<file path="config.mk">
export PLATFORM = sky130hd
export DESIGN_NAME = div_unit_top
export DESIGN_NICKNAME = d
export VERILOG_FILES = /design/src/verilog/div_pkg.sv /design/src/verilog/div_ifs.sv /design/src/verilog/div_decode.sv /design/src/verilog/div_core.sv /design/src/verilog/div_result.sv /design/src/verilog/div_unit_top.sv
export SDC_FILE = /design/constraint.sdc
export NUM_CORES = 1
export LEC_CHECK = 0
export ABC_AREA = 0
export BUFFER_PORTS_ARGS = -buffer_cell sky130_fd_sc_hd__buf_2
export CAP_MARGIN = 20
export CELL_PAD_IN_SITES_DETAIL_PLACEMENT = 1
export CELL_PAD_IN_SITES_GLOBAL_PLACEMENT = 2
export CORE_UTILIZATION = 50
export CTS_CLUSTER_DIAMETER = 200
export DETAILED_ROUTE_END_ITERATION = 12
export GPL_TIMING_DRIVEN = 0
export PLACE_DENSITY = 0.93
export SLEW_MARGIN = 30
export SYNTH_ARGS = -nofsm -noshare
export SYNTH_HDL_FRONTEND = slang
export SYNTH_SLANG_ARGS = --single-unit
</file>
<file path="constraint.sdc">
create_clock -name clk -period 12.3 [get_ports clk]
set_clock_uncertainty 0.2 [all_clocks]
set_input_delay 1.845 -clock clk [delete_from_list [all_inputs] [get_ports clk]]
set_output_delay 1.845 -clock clk [all_outputs]
set_load 0.02 [all_outputs]
</file>
<file path="src/verilog/div_pkg.sv">
// Divide unit shared definitions
// Operation encoding, execute FSM states and operation width
package div_pkg;

    ////////////////////////////////////////////////////////////////////////////
    // Operation encoding
    ////////////////////////////////////////////////////////////////////////////

    // Width of the operation field on the issue port
    localparam int DIV_OP_WIDTH = 2;

    // Bit 0 marks unsigned, bit 1 selects the remainder
    typedef enum logic [DIV_OP_WIDTH-1:0] {
        OP_DIV  = 2'd0,
        OP_DIVU = 2'd1,
        OP_REM  = 2'd2,
        OP_REMU = 2'd3
    } div_op_e;

    ////////////////////////////////////////////////////////////////////////////
    // Execute FSM
    ////////////////////////////////////////////////////////////////////////////

    // Idle waits for start
    // Run does one quotient bit per cycle
    // Done holds for a single cycle while complete is high
    typedef enum logic [1:0] {
        CORE_IDLE = 2'd0,
        CORE_RUN  = 2'd1,
        CORE_DONE = 2'd2
    } core_state_e;

endpackage

</file>
<file path="src/verilog/div_ifs.sv">
// Divide unit internal interfaces
// Queue head towards result, operands and outcome between decode, core and result
`timescale 1ns/1ps

////////////////////////////////////////////////////////////////////////////////
// Queue head, decode to result
////////////////////////////////////////////////////////////////////////////////
interface div_entry_if import div_pkg::*; #(
    parameter int ID_WIDTH = 3
) ();
    // Head of the input queue
    logic                head_valid;
    div_op_e             head_op;
    logic [ID_WIDTH-1:0] head_id;
    // Same operands as the request before it
    logic                head_reuse;
    // Sign fix-up for the two results
    logic                quotient_negate;
    logic                remainder_negate;
    // Head retires at this edge
    logic                pop;

    modport decode (
        output head_valid, head_op, head_id, head_reuse,
        output quotient_negate, remainder_negate,
        input  pop
    );

    modport result (
        input  head_valid, head_op, head_id, head_reuse,
        input  quotient_negate, remainder_negate,
        output pop
    );
endinterface

////////////////////////////////////////////////////////////////////////////////
// Operands and outcome of the divider
////////////////////////////////////////////////////////////////////////////////
interface div_operand_if #(
    parameter int XLEN = 32
) ();
    logic            start;
    // Unsigned magnitudes of dividend and divisor
    logic [XLEN-1:0] a_mag;
    logic [XLEN-1:0] b_mag;
    // Held until the next start
    logic [XLEN-1:0] quotient;
    logic [XLEN-1:0] remainder;
    logic            complete;
    logic            b_zero;

    modport decode (output start, a_mag, b_mag, input complete);
    modport core (
        input  start, a_mag, b_mag,
        output quotient, remainder, complete, b_zero
    );
    modport result (input quotient, remainder, complete, b_zero);
endinterface

</file>
<file path="src/verilog/div_decode.sv">
// Divide unit decode stage
// Input queue, operand reuse detection, sign handling and magnitude generation
`timescale 1ns/1ps

module div_decode import div_pkg::*; #(
    parameter int XLEN       = 32,
    parameter int ID_WIDTH   = 3,
    parameter int FIFO_DEPTH = 4
) (
    input  logic                clk,
    input  logic                rst,
    input  logic                issue,
    input  div_op_e             op,
    input  logic [XLEN-1:0]     rs1,
    input  logic [XLEN-1:0]     rs2,
    input  logic [ID_WIDTH-1:0] issue_id,
    output logic                ready,
    div_entry_if.decode         ent,
    div_operand_if.decode       opnd
);

    localparam int PTR_W = (FIFO_DEPTH > 1) ? $clog2(FIFO_DEPTH) : 1;
    localparam int CNT_W = $clog2(FIFO_DEPTH + 1);

    // Queue storage
    div_op_e             q_op    [FIFO_DEPTH];
    logic [XLEN-1:0]     q_rs1   [FIFO_DEPTH];
    logic [XLEN-1:0]     q_rs2   [FIFO_DEPTH];
    logic [ID_WIDTH-1:0] q_id    [FIFO_DEPTH];
    logic                q_reuse [FIFO_DEPTH];

    logic [PTR_W-1:0] wr_ptr;
    logic [PTR_W-1:0] rd_ptr;
    logic [CNT_W-1:0] count;
    logic             push;

    // Operands of the last accepted request
    logic            last_valid;
    logic [XLEN-1:0] last_rs1;
    logic [XLEN-1:0] last_rs2;
    logic            last_unsigned;
    logic            reuse_in;

    logic            in_progress;
    logic [XLEN-1:0] head_rs1;
    logic [XLEN-1:0] head_rs2;
    logic            signed_op;
    logic            dividend_neg;
    logic            divisor_neg;

    ////////////////////////////////////////////////////////////////////////////
    // Input queue
    ////////////////////////////////////////////////////////////////////////////
    assign ready = (count != CNT_W'(FIFO_DEPTH));
    assign push  = issue & ready;

    // Same operands and signedness as the previous request
    assign reuse_in = last_valid & (rs1 == last_rs1) & (rs2 == last_rs2) &
                      (op[0] == last_unsigned);

    always_ff @(posedge clk) begin
        if (push) begin
            q_op[wr_ptr]    <= op;
            q_rs1[wr_ptr]   <= rs1;
            q_rs2[wr_ptr]   <= rs2;
            q_id[wr_ptr]    <= issue_id;
            q_reuse[wr_ptr] <= reuse_in;
            last_rs1        <= rs1;
            last_rs2        <= rs2;
            last_unsigned   <= op[0];
        end
    end

    always_ff @(posedge clk) begin
        if (rst) begin
            wr_ptr     <= '0;
            rd_ptr     <= '0;
            count      <= '0;
            last_valid <= 1'b0;
        end else begin
            if (push) begin
                wr_ptr     <= (wr_ptr == PTR_W'(FIFO_DEPTH - 1)) ? '0 : wr_ptr + 1'b1;
                last_valid <= 1'b1;
            end
            if (ent.pop)
                rd_ptr <= (rd_ptr == PTR_W'(FIFO_DEPTH - 1)) ? '0 : rd_ptr + 1'b1;
            // Simultaneous push and pop leaves the count alone
            if (push && !ent.pop)
                count <= count + 1'b1;
            else if (!push && ent.pop)
                count <= count - 1'b1;
        end
    end

    assign ent.head_valid = (count != '0);
    assign ent.head_op    = q_op[rd_ptr];
    assign ent.head_id    = q_id[rd_ptr];
    assign ent.head_reuse = q_reuse[rd_ptr];
    assign head_rs1       = q_rs1[rd_ptr];
    assign head_rs2       = q_rs2[rd_ptr];

    ////////////////////////////////////////////////////////////////////////////
    // Sign handling
    ////////////////////////////////////////////////////////////////////////////
    assign signed_op    = ~ent.head_op[0];
    assign dividend_neg = signed_op & head_rs1[XLEN-1];
    assign divisor_neg  = signed_op & head_rs2[XLEN-1];

    // Zero divisor keeps the all-ones quotient unnegated
    assign ent.quotient_negate  = signed_op & (head_rs1[XLEN-1] ^ head_rs2[XLEN-1]) &
                                  (|head_rs2);
    assign ent.remainder_negate = dividend_neg;

    // Two's complement magnitudes
    assign opnd.a_mag = ({XLEN{dividend_neg}} ^ head_rs1) + XLEN'(dividend_neg);
    assign opnd.b_mag = ({XLEN{divisor_neg}} ^ head_rs2) + XLEN'(divisor_neg);

    ////////////////////////////////////////////////////////////////////////////
    // Divider start
    ////////////////////////////////////////////////////////////////////////////
    assign opnd.start = ent.head_valid & ~ent.head_reuse & ~in_progress;

    // Blocks a second start until the core reports back
    always_ff @(posedge clk) begin
        if (rst)
            in_progress <= 1'b0;
        else if (opnd.start)
            in_progress <= 1'b1;
        else if (opnd.complete)
            in_progress <= 1'b0;
    end

    // Issue side must respect ready
    assert property (@(posedge clk) disable iff (rst) issue |-> ready)
        else $error("div_decode: issue while queue full");

endmodule

</file>
<file path="src/verilog/div_core.sv">
// Divide unit execute stage
// Radix-2 restoring divider, one quotient bit per cycle
`timescale 1ns/1ps

module div_core import div_pkg::*; #(
    parameter int XLEN = 32
) (
    input  logic        clk,
    input  logic        rst,
    div_operand_if.core opnd
);

    localparam int CNT_W = $clog2(XLEN);

    core_state_e state;
    logic [CNT_W-1:0] step;

    // Partial remainder, quotient and divisor registers
    logic [XLEN-1:0] rem_reg;
    logic [XLEN-1:0] quo_reg;
    logic [XLEN-1:0] div_reg;
    logic            b_zero_reg;

    logic [XLEN:0]   shifted;
    logic [XLEN:0]   diff;

    ////////////////////////////////////////////////////////////////////////////
    // Shift and subtract
    ////////////////////////////////////////////////////////////////////////////
    // Next dividend bit enters the partial remainder
    assign shifted = {rem_reg, quo_reg[XLEN-1]};
    assign diff    = shifted - {1'b0, div_reg};

    always_ff @(posedge clk) begin
        if (opnd.start && state == CORE_IDLE) begin
            rem_reg    <= '0;
            quo_reg    <= opnd.a_mag;
            div_reg    <= opnd.b_mag;
            b_zero_reg <= (opnd.b_mag == '0);
        end else if (state == CORE_RUN) begin
            // Restore on borrow, else keep difference
            if (!diff[XLEN]) begin
                rem_reg <= diff[XLEN-1:0];
                quo_reg <= {quo_reg[XLEN-2:0], 1'b1};
            end else begin
                rem_reg <= shifted[XLEN-1:0];
                quo_reg <= {quo_reg[XLEN-2:0], 1'b0};
            end
        end
    end

    ////////////////////////////////////////////////////////////////////////////
    // Control FSM
    ////////////////////////////////////////////////////////////////////////////
    always_ff @(posedge clk) begin
        if (rst) begin
            state <= CORE_IDLE;
            step  <= '0;
        end else begin
            case (state)
                CORE_IDLE: begin
                    step <= '0;
                    if (opnd.start)
                        state <= CORE_RUN;
                end
                CORE_RUN: begin
                    step <= step + 1'b1;
                    // XLEN steps then report
                    if (step == CNT_W'(XLEN - 1))
                        state <= CORE_DONE;
                end
                CORE_DONE: state <= CORE_IDLE;
                default:   state <= CORE_IDLE;
            endcase
        end
    end

    assign opnd.complete  = (state == CORE_DONE);
    assign opnd.quotient  = quo_reg;
    assign opnd.remainder = rem_reg;
    assign opnd.b_zero    = b_zero_reg;

    // Decode must wait for the previous division
    assert property (@(posedge clk) disable iff (rst) opnd.start |-> state == CORE_IDLE)
        else $error("div_core: start while busy");

    // Fixed latency seen by decode and result
    assert property (@(posedge clk) disable iff (rst) opnd.start |-> ##(XLEN + 1) opnd.complete)
        else $error("div_core: complete latency mismatch");

endmodule

</file>
<file path="src/verilog/div_result.sv">
// Divide unit result stage
// Sign correction, completion strobe and id-indexed result bank
`timescale 1ns/1ps

module div_result import div_pkg::*; #(
    parameter int XLEN     = 32,
    parameter int ID_WIDTH = 3
) (
    input  logic                clk,
    div_entry_if.result         ent,
    div_operand_if.result       opnd,
    input  logic [ID_WIDTH-1:0] read_id,
    output logic                done,
    output logic [ID_WIDTH-1:0] done_id,
    output logic [XLEN-1:0]     rd
);

    localparam int BANK_DEPTH = 2 ** ID_WIDTH;

    logic            finish;
    logic            sel_rem;
    logic            negate;
    logic [XLEN-1:0] raw_result;
    logic [XLEN-1:0] fixed_result;

    // One entry per instruction id
    logic [XLEN-1:0] bank [BANK_DEPTH];

    ////////////////////////////////////////////////////////////////////////////
    // Completion
    ////////////////////////////////////////////////////////////////////////////
    // Core finished, or head reuses the held quotient and remainder
    assign finish  = opnd.complete | (ent.head_valid & ent.head_reuse);

    assign ent.pop = finish;
    assign done    = finish;
    assign done_id = ent.head_id;

    ////////////////////////////////////////////////////////////////////////////
    // Result select and sign fix-up
    ////////////////////////////////////////////////////////////////////////////
    assign sel_rem      = ent.head_op[1];
    assign raw_result   = sel_rem ? opnd.remainder : opnd.quotient;
    assign negate       = sel_rem ? ent.remainder_negate : ent.quotient_negate;
    assign fixed_result = ({XLEN{negate}} ^ raw_result) + XLEN'(negate);

    always_ff @(posedge clk) begin
        if (finish)
            bank[ent.head_id] <= fixed_result;
    end

    // Writeback read port
    assign rd = bank[read_id];

    ////////////////////////////////////////////////////////////////////////////
    // Checks
    ////////////////////////////////////////////////////////////////////////////
    // Core only runs for a queued head
    assert property (@(posedge clk) opnd.complete |-> ent.head_valid)
        else $error("div_result: complete without a queued head");

    // Zero divisor gives all ones and no quotient negate
    assert property (@(posedge clk)
        opnd.complete && opnd.b_zero |-> (&opnd.quotient) && !ent.quotient_negate)
        else $error("div_result: divide-by-zero quotient mismatch");

endmodule

</file>
<file path="src/verilog/div_unit_top.sv">
// Divide unit top level
// Issue queue, iterative divider and result bank behind plain strobe ports
`timescale 1ns/1ps

module div_unit_top import div_pkg::*; #(
    parameter int XLEN       = 32,
    parameter int ID_WIDTH   = 3,
    parameter int FIFO_DEPTH = 4
) (
    input  logic                    clk,
    input  logic                    rst,
    // Issue side
    input  logic                    issue,
    input  logic [DIV_OP_WIDTH-1:0] op,
    input  logic [XLEN-1:0]         rs1,
    input  logic [XLEN-1:0]         rs2,
    input  logic [ID_WIDTH-1:0]     issue_id,
    output logic                    ready,
    // Writeback side
    output logic                    done,
    output logic [ID_WIDTH-1:0]     done_id,
    input  logic [ID_WIDTH-1:0]     read_id,
    output logic [XLEN-1:0]         rd
);

    div_entry_if   #(.ID_WIDTH(ID_WIDTH)) ent ();
    div_operand_if #(.XLEN(XLEN))         opnd ();

    ////////////////////////////////////////////////////////////////////////////
    // Decode, execute, result
    ////////////////////////////////////////////////////////////////////////////
    div_decode #(
        .XLEN       (XLEN),
        .ID_WIDTH   (ID_WIDTH),
        .FIFO_DEPTH (FIFO_DEPTH)
    ) decode0 (
        .clk      (clk),
        .rst      (rst),
        .issue    (issue),
        .op       (div_op_e'(op)),
        .rs1      (rs1),
        .rs2      (rs2),
        .issue_id (issue_id),
        .ready    (ready),
        .ent      (ent.decode),
        .opnd     (opnd.decode)
    );

    div_core #(
        .XLEN (XLEN)
    ) core0 (
        .clk  (clk),
        .rst  (rst),
        .opnd (opnd.core)
    );

    div_result #(
        .XLEN     (XLEN),
        .ID_WIDTH (ID_WIDTH)
    ) result0 (
        .clk     (clk),
        .ent     (ent.result),
        .opnd    (opnd.result),
        .read_id (read_id),
        .done    (done),
        .done_id (done_id),
        .rd      (rd)
    );

endmodule

</file>
==> out/metrics.cfg <==
[critical_path]
start_kind = flip-flop
crit_required_ns = 12.41
crit_fanout = 10
critPathArrivalTime_ns = 6.87
rr_endpoint = result0.bank[2][18]$_DFFE_PP_
regToRegSetupSlack_ns = 5.55
critical_path_class = flip-flop to flip-flop
max_stage_delay_ns = 0.70
cp-end-kind = flip-flop
reg2reg_depth = 18
critical_path.cell_chain = buf_4 > buf_2 > clkbuf_1 > mux4_2 > nor3_1 > a21boi_0 > and4_1 > nor2_1 > clkbuf_1 > xnor2_1 > ha_1 > inv_1 > a21oi_1 > buf_2 > nand2_1 > nand2_1 > o21ai_1 > xnor2_1
endpoint = result0.bank[2][18]$_DFFE_PP_
critical-path-slowest-cell = xnor2_1

[grt]
grt_pass1_wl_um = 133300
grt_pass1_vias = 21110
grtUsageTotal_pct = 27.18
grt_max_degree = 41
grt-ovfl-total = 0
antenna_found_initial = 3

[detailed_routing]
avgViaCountPerCell = 6.025
drt_wl_total_um = 88160
ant_nets = 0
routedWlPerCell_um = 27.41
num_vias = 19380
drt_iter0_markers = 1511
drtPass1Iterations = 5
drcViolationCount = 0

[timing]
fin_crit_sh_pct = 54.90
slew_violations = 0
hold_viol = 0
tns_ns = 0
setup_violations = 0
whs_ns = 0.2662
max_freq_mhz = 148.1
rsz0062_at_grt = no
setup_ws_ns = 5.547
worst_pin_slew_ns = 1.053
post-route-min-period_ns = 6.753
relSlewSlack_pct = 29.57

[run]
cap_viol_max_count = 0

[synth]
yosysTopAreaCellShare_pct = 62.14
synth_cells = 2099
ys_ff_latch = 715
yosys.area_share.xor_xnor_pct = 5.451
synth_edf_count = 665
synth.area.top_cells = edfxtp_1 (62%), mux4_2 (9.3%), xnor2_1 (3.8%)
synth_top_family_by_area = multiplexers
synth_compound_area_share_pct = 5.685
synth_nets = 2221
synth_area_per_cell_um2 = 15.31
synthAdderAreaFrac_pct = 1.877
yosysMostFrequentCell = edfxtp_1
synth_area_um2 = 32130
ys_top_cells_by_count = edfxtp_1 (665), xnor2_1 (140), mux4_2 (132)
synth_flop_cell = edfxtp_1
yosysUniqueCellTypes = 82
synth-simple-area-share_pct = 6.658
yosysTopAreaCell = edfxtp_1
synth-seq-area-share_pct = 65.26
synth_warnings = 0
synth.area.mux_share_pct = 13.03
async_flop_share_pct = 0

[hold_path]
hold_path_class = flip-flop to flip-flop

[floorplan]
fp.dieW_um = 255.5
pin_count = 112
start_util_pct = 50.75
core_um2 = 63310
die_h_um = 255.5
rows = 92
die_area_um2 = 65290

[clock_tree]
postCtsSetupBuffers = 0
cts_buffers = 76
cts_tree = done
cts_sinks = 715
clk_latency_ns = 0.64
cts_resized = 0
clkTransAtPathRegs_ns = 0.06
root_buffer = clkbuf_16
clockBufferDepth = 3
ctsHtreeMaxLevel = 3
holdBufCountCts = 0

[placed_design]
place_worst_setup_slack_ns = 5.794
io_buffers = 107
dpl.hpwl_um = 59940
gp_congestion = 0.9139

[finish]
area_delta_synth_final_pct = 14.26
final_nets = 2427
largest_register_ffs = 256
final_core_util_pct = 57.99
reg.largest.list = result0.bank: 256 flops, decode0.q_rs1: 128 flops, decode0.q_rs2: 128 flops
regMostFlops = result0.bank
drive_gt1_share_pct = 20.24

[pwr]
finalPower_uw = 9750
p_per_area_nw_per_um2 = 265.6
peakVddDrop_mv = 0.1360
cellLeakagePower_uw = 0.01254

[outcome]
run_status = completed

## where the power goes
| part | internal, uW | switching [uW] | total (uW) |
|---|---|---|---|
| clock network | 1340 | 1000 | 2350 |
| registers | 3590 | 287 | 3880 |
| logic | 1230 | 2300 | 3530 |
## area by class of cell
cell class	instances	area, um^2
tap	846	1059
timing repair buffer	128	898.4
antenna	3	7.507
fill	5924	26600
multi-input combinational	1230	10580
inverter	71	266.5
sequential	715	20970
buffer	83	400.4
clock buffer	95	2046
clock inverter	45	485.5
## stage by stage
step	instances	area [um^2]
after floorplan	2099	32130
after global placement	3052	33730
after detailed placement	3073	34170
after CTS	3213	36700
after global routing	3214	36710
final	3216	36720
## cells in the final DEF, fill, tap and decap left out, types with 19 or more instances in the layout
cell	n
a21oi_1	74
a31oi_1	19
buf_2	123
clkbuf_1	61
clkbuf_16	78
dfxtp_1	50
edfxtp_1	665
ha_1	45
inv_1	68
mux2_2	39
mux2i_1	71
mux4_2	132
nand2_1	125
nand3_1	42
nor2_1	98
nor3_1	30
o21ai_0	95
xnor2_1	140
xor2_1	60
## cell families (layout without fill, tap and decap cells)
| group | Yosys count | count (layout) |
|---|---|---|
| buffers and inverters | 154 | 422 |
| and+or+nand+nor | 436 | 436 |
| other | 0 | 3 |
| adders and majority gates | 47 | 47 |
| muxes | 245 | 245 |
| AOI/OAI and AO/OA | 302 | 302 |
| DFF | 715 | 715 |
| xor gates and xnor gates | 200 | 200 |
## worst max-delay path: cells and delay by family (launching register included)
kind | cells | cell delay, ns
and+or+nand+nor | 5 | 1.49
DFF | 1 | 0.32
AOI/OAI and AO/OA | 3 | 0.75
muxes | 1 | 0.50
adders and majority gates | 1 | 0.24
xor gates and xnor gates | 2 | 1.06
buffers and inverters | 6 | 1.84
## layer usage
metal  wire length (um)  up-vias  global-route usage [%]
li1                   -     8543                       -
met1              35140     9969                   34.14
met2              45420      694                   47.64
met3               4335      170                   3.842
met4               3239        2                   10.58
met5                 14        -                       0
## how the worst min path moves through the flow
stage / startpoint / endpoint / slack (ns) / depth (start not counted)
5_1_grt: decode0.in_progress$_SDFFE_PP0P_ / decode0.in_progress$_SDFFE_PP0P_ / 0.31 / 2
3_3_place_gp: decode0.in_progress$_SDFFE_PP0P_ / decode0.in_progress$_SDFFE_PP0P_ / 0.24 / 2
4_1_cts: decode0.in_progress$_SDFFE_PP0P_ / decode0.in_progress$_SDFFE_PP0P_ / 0.27 / 2
3_5_place_dp: decode0.in_progress$_SDFFE_PP0P_ / decode0.in_progress$_SDFFE_PP0P_ / 0.25 / 2
6_report: decode0.in_progress$_SDFFE_PP0P_ / decode0.in_progress$_SDFFE_PP0P_ / 0.27 / 2
2_1_floorplan: decode0.in_progress$_SDFFE_PP0P_ / decode0.in_progress$_SDFFE_PP0P_ / 0.23 / 2
No activity file was read; power rests on OpenSTA's default activity.
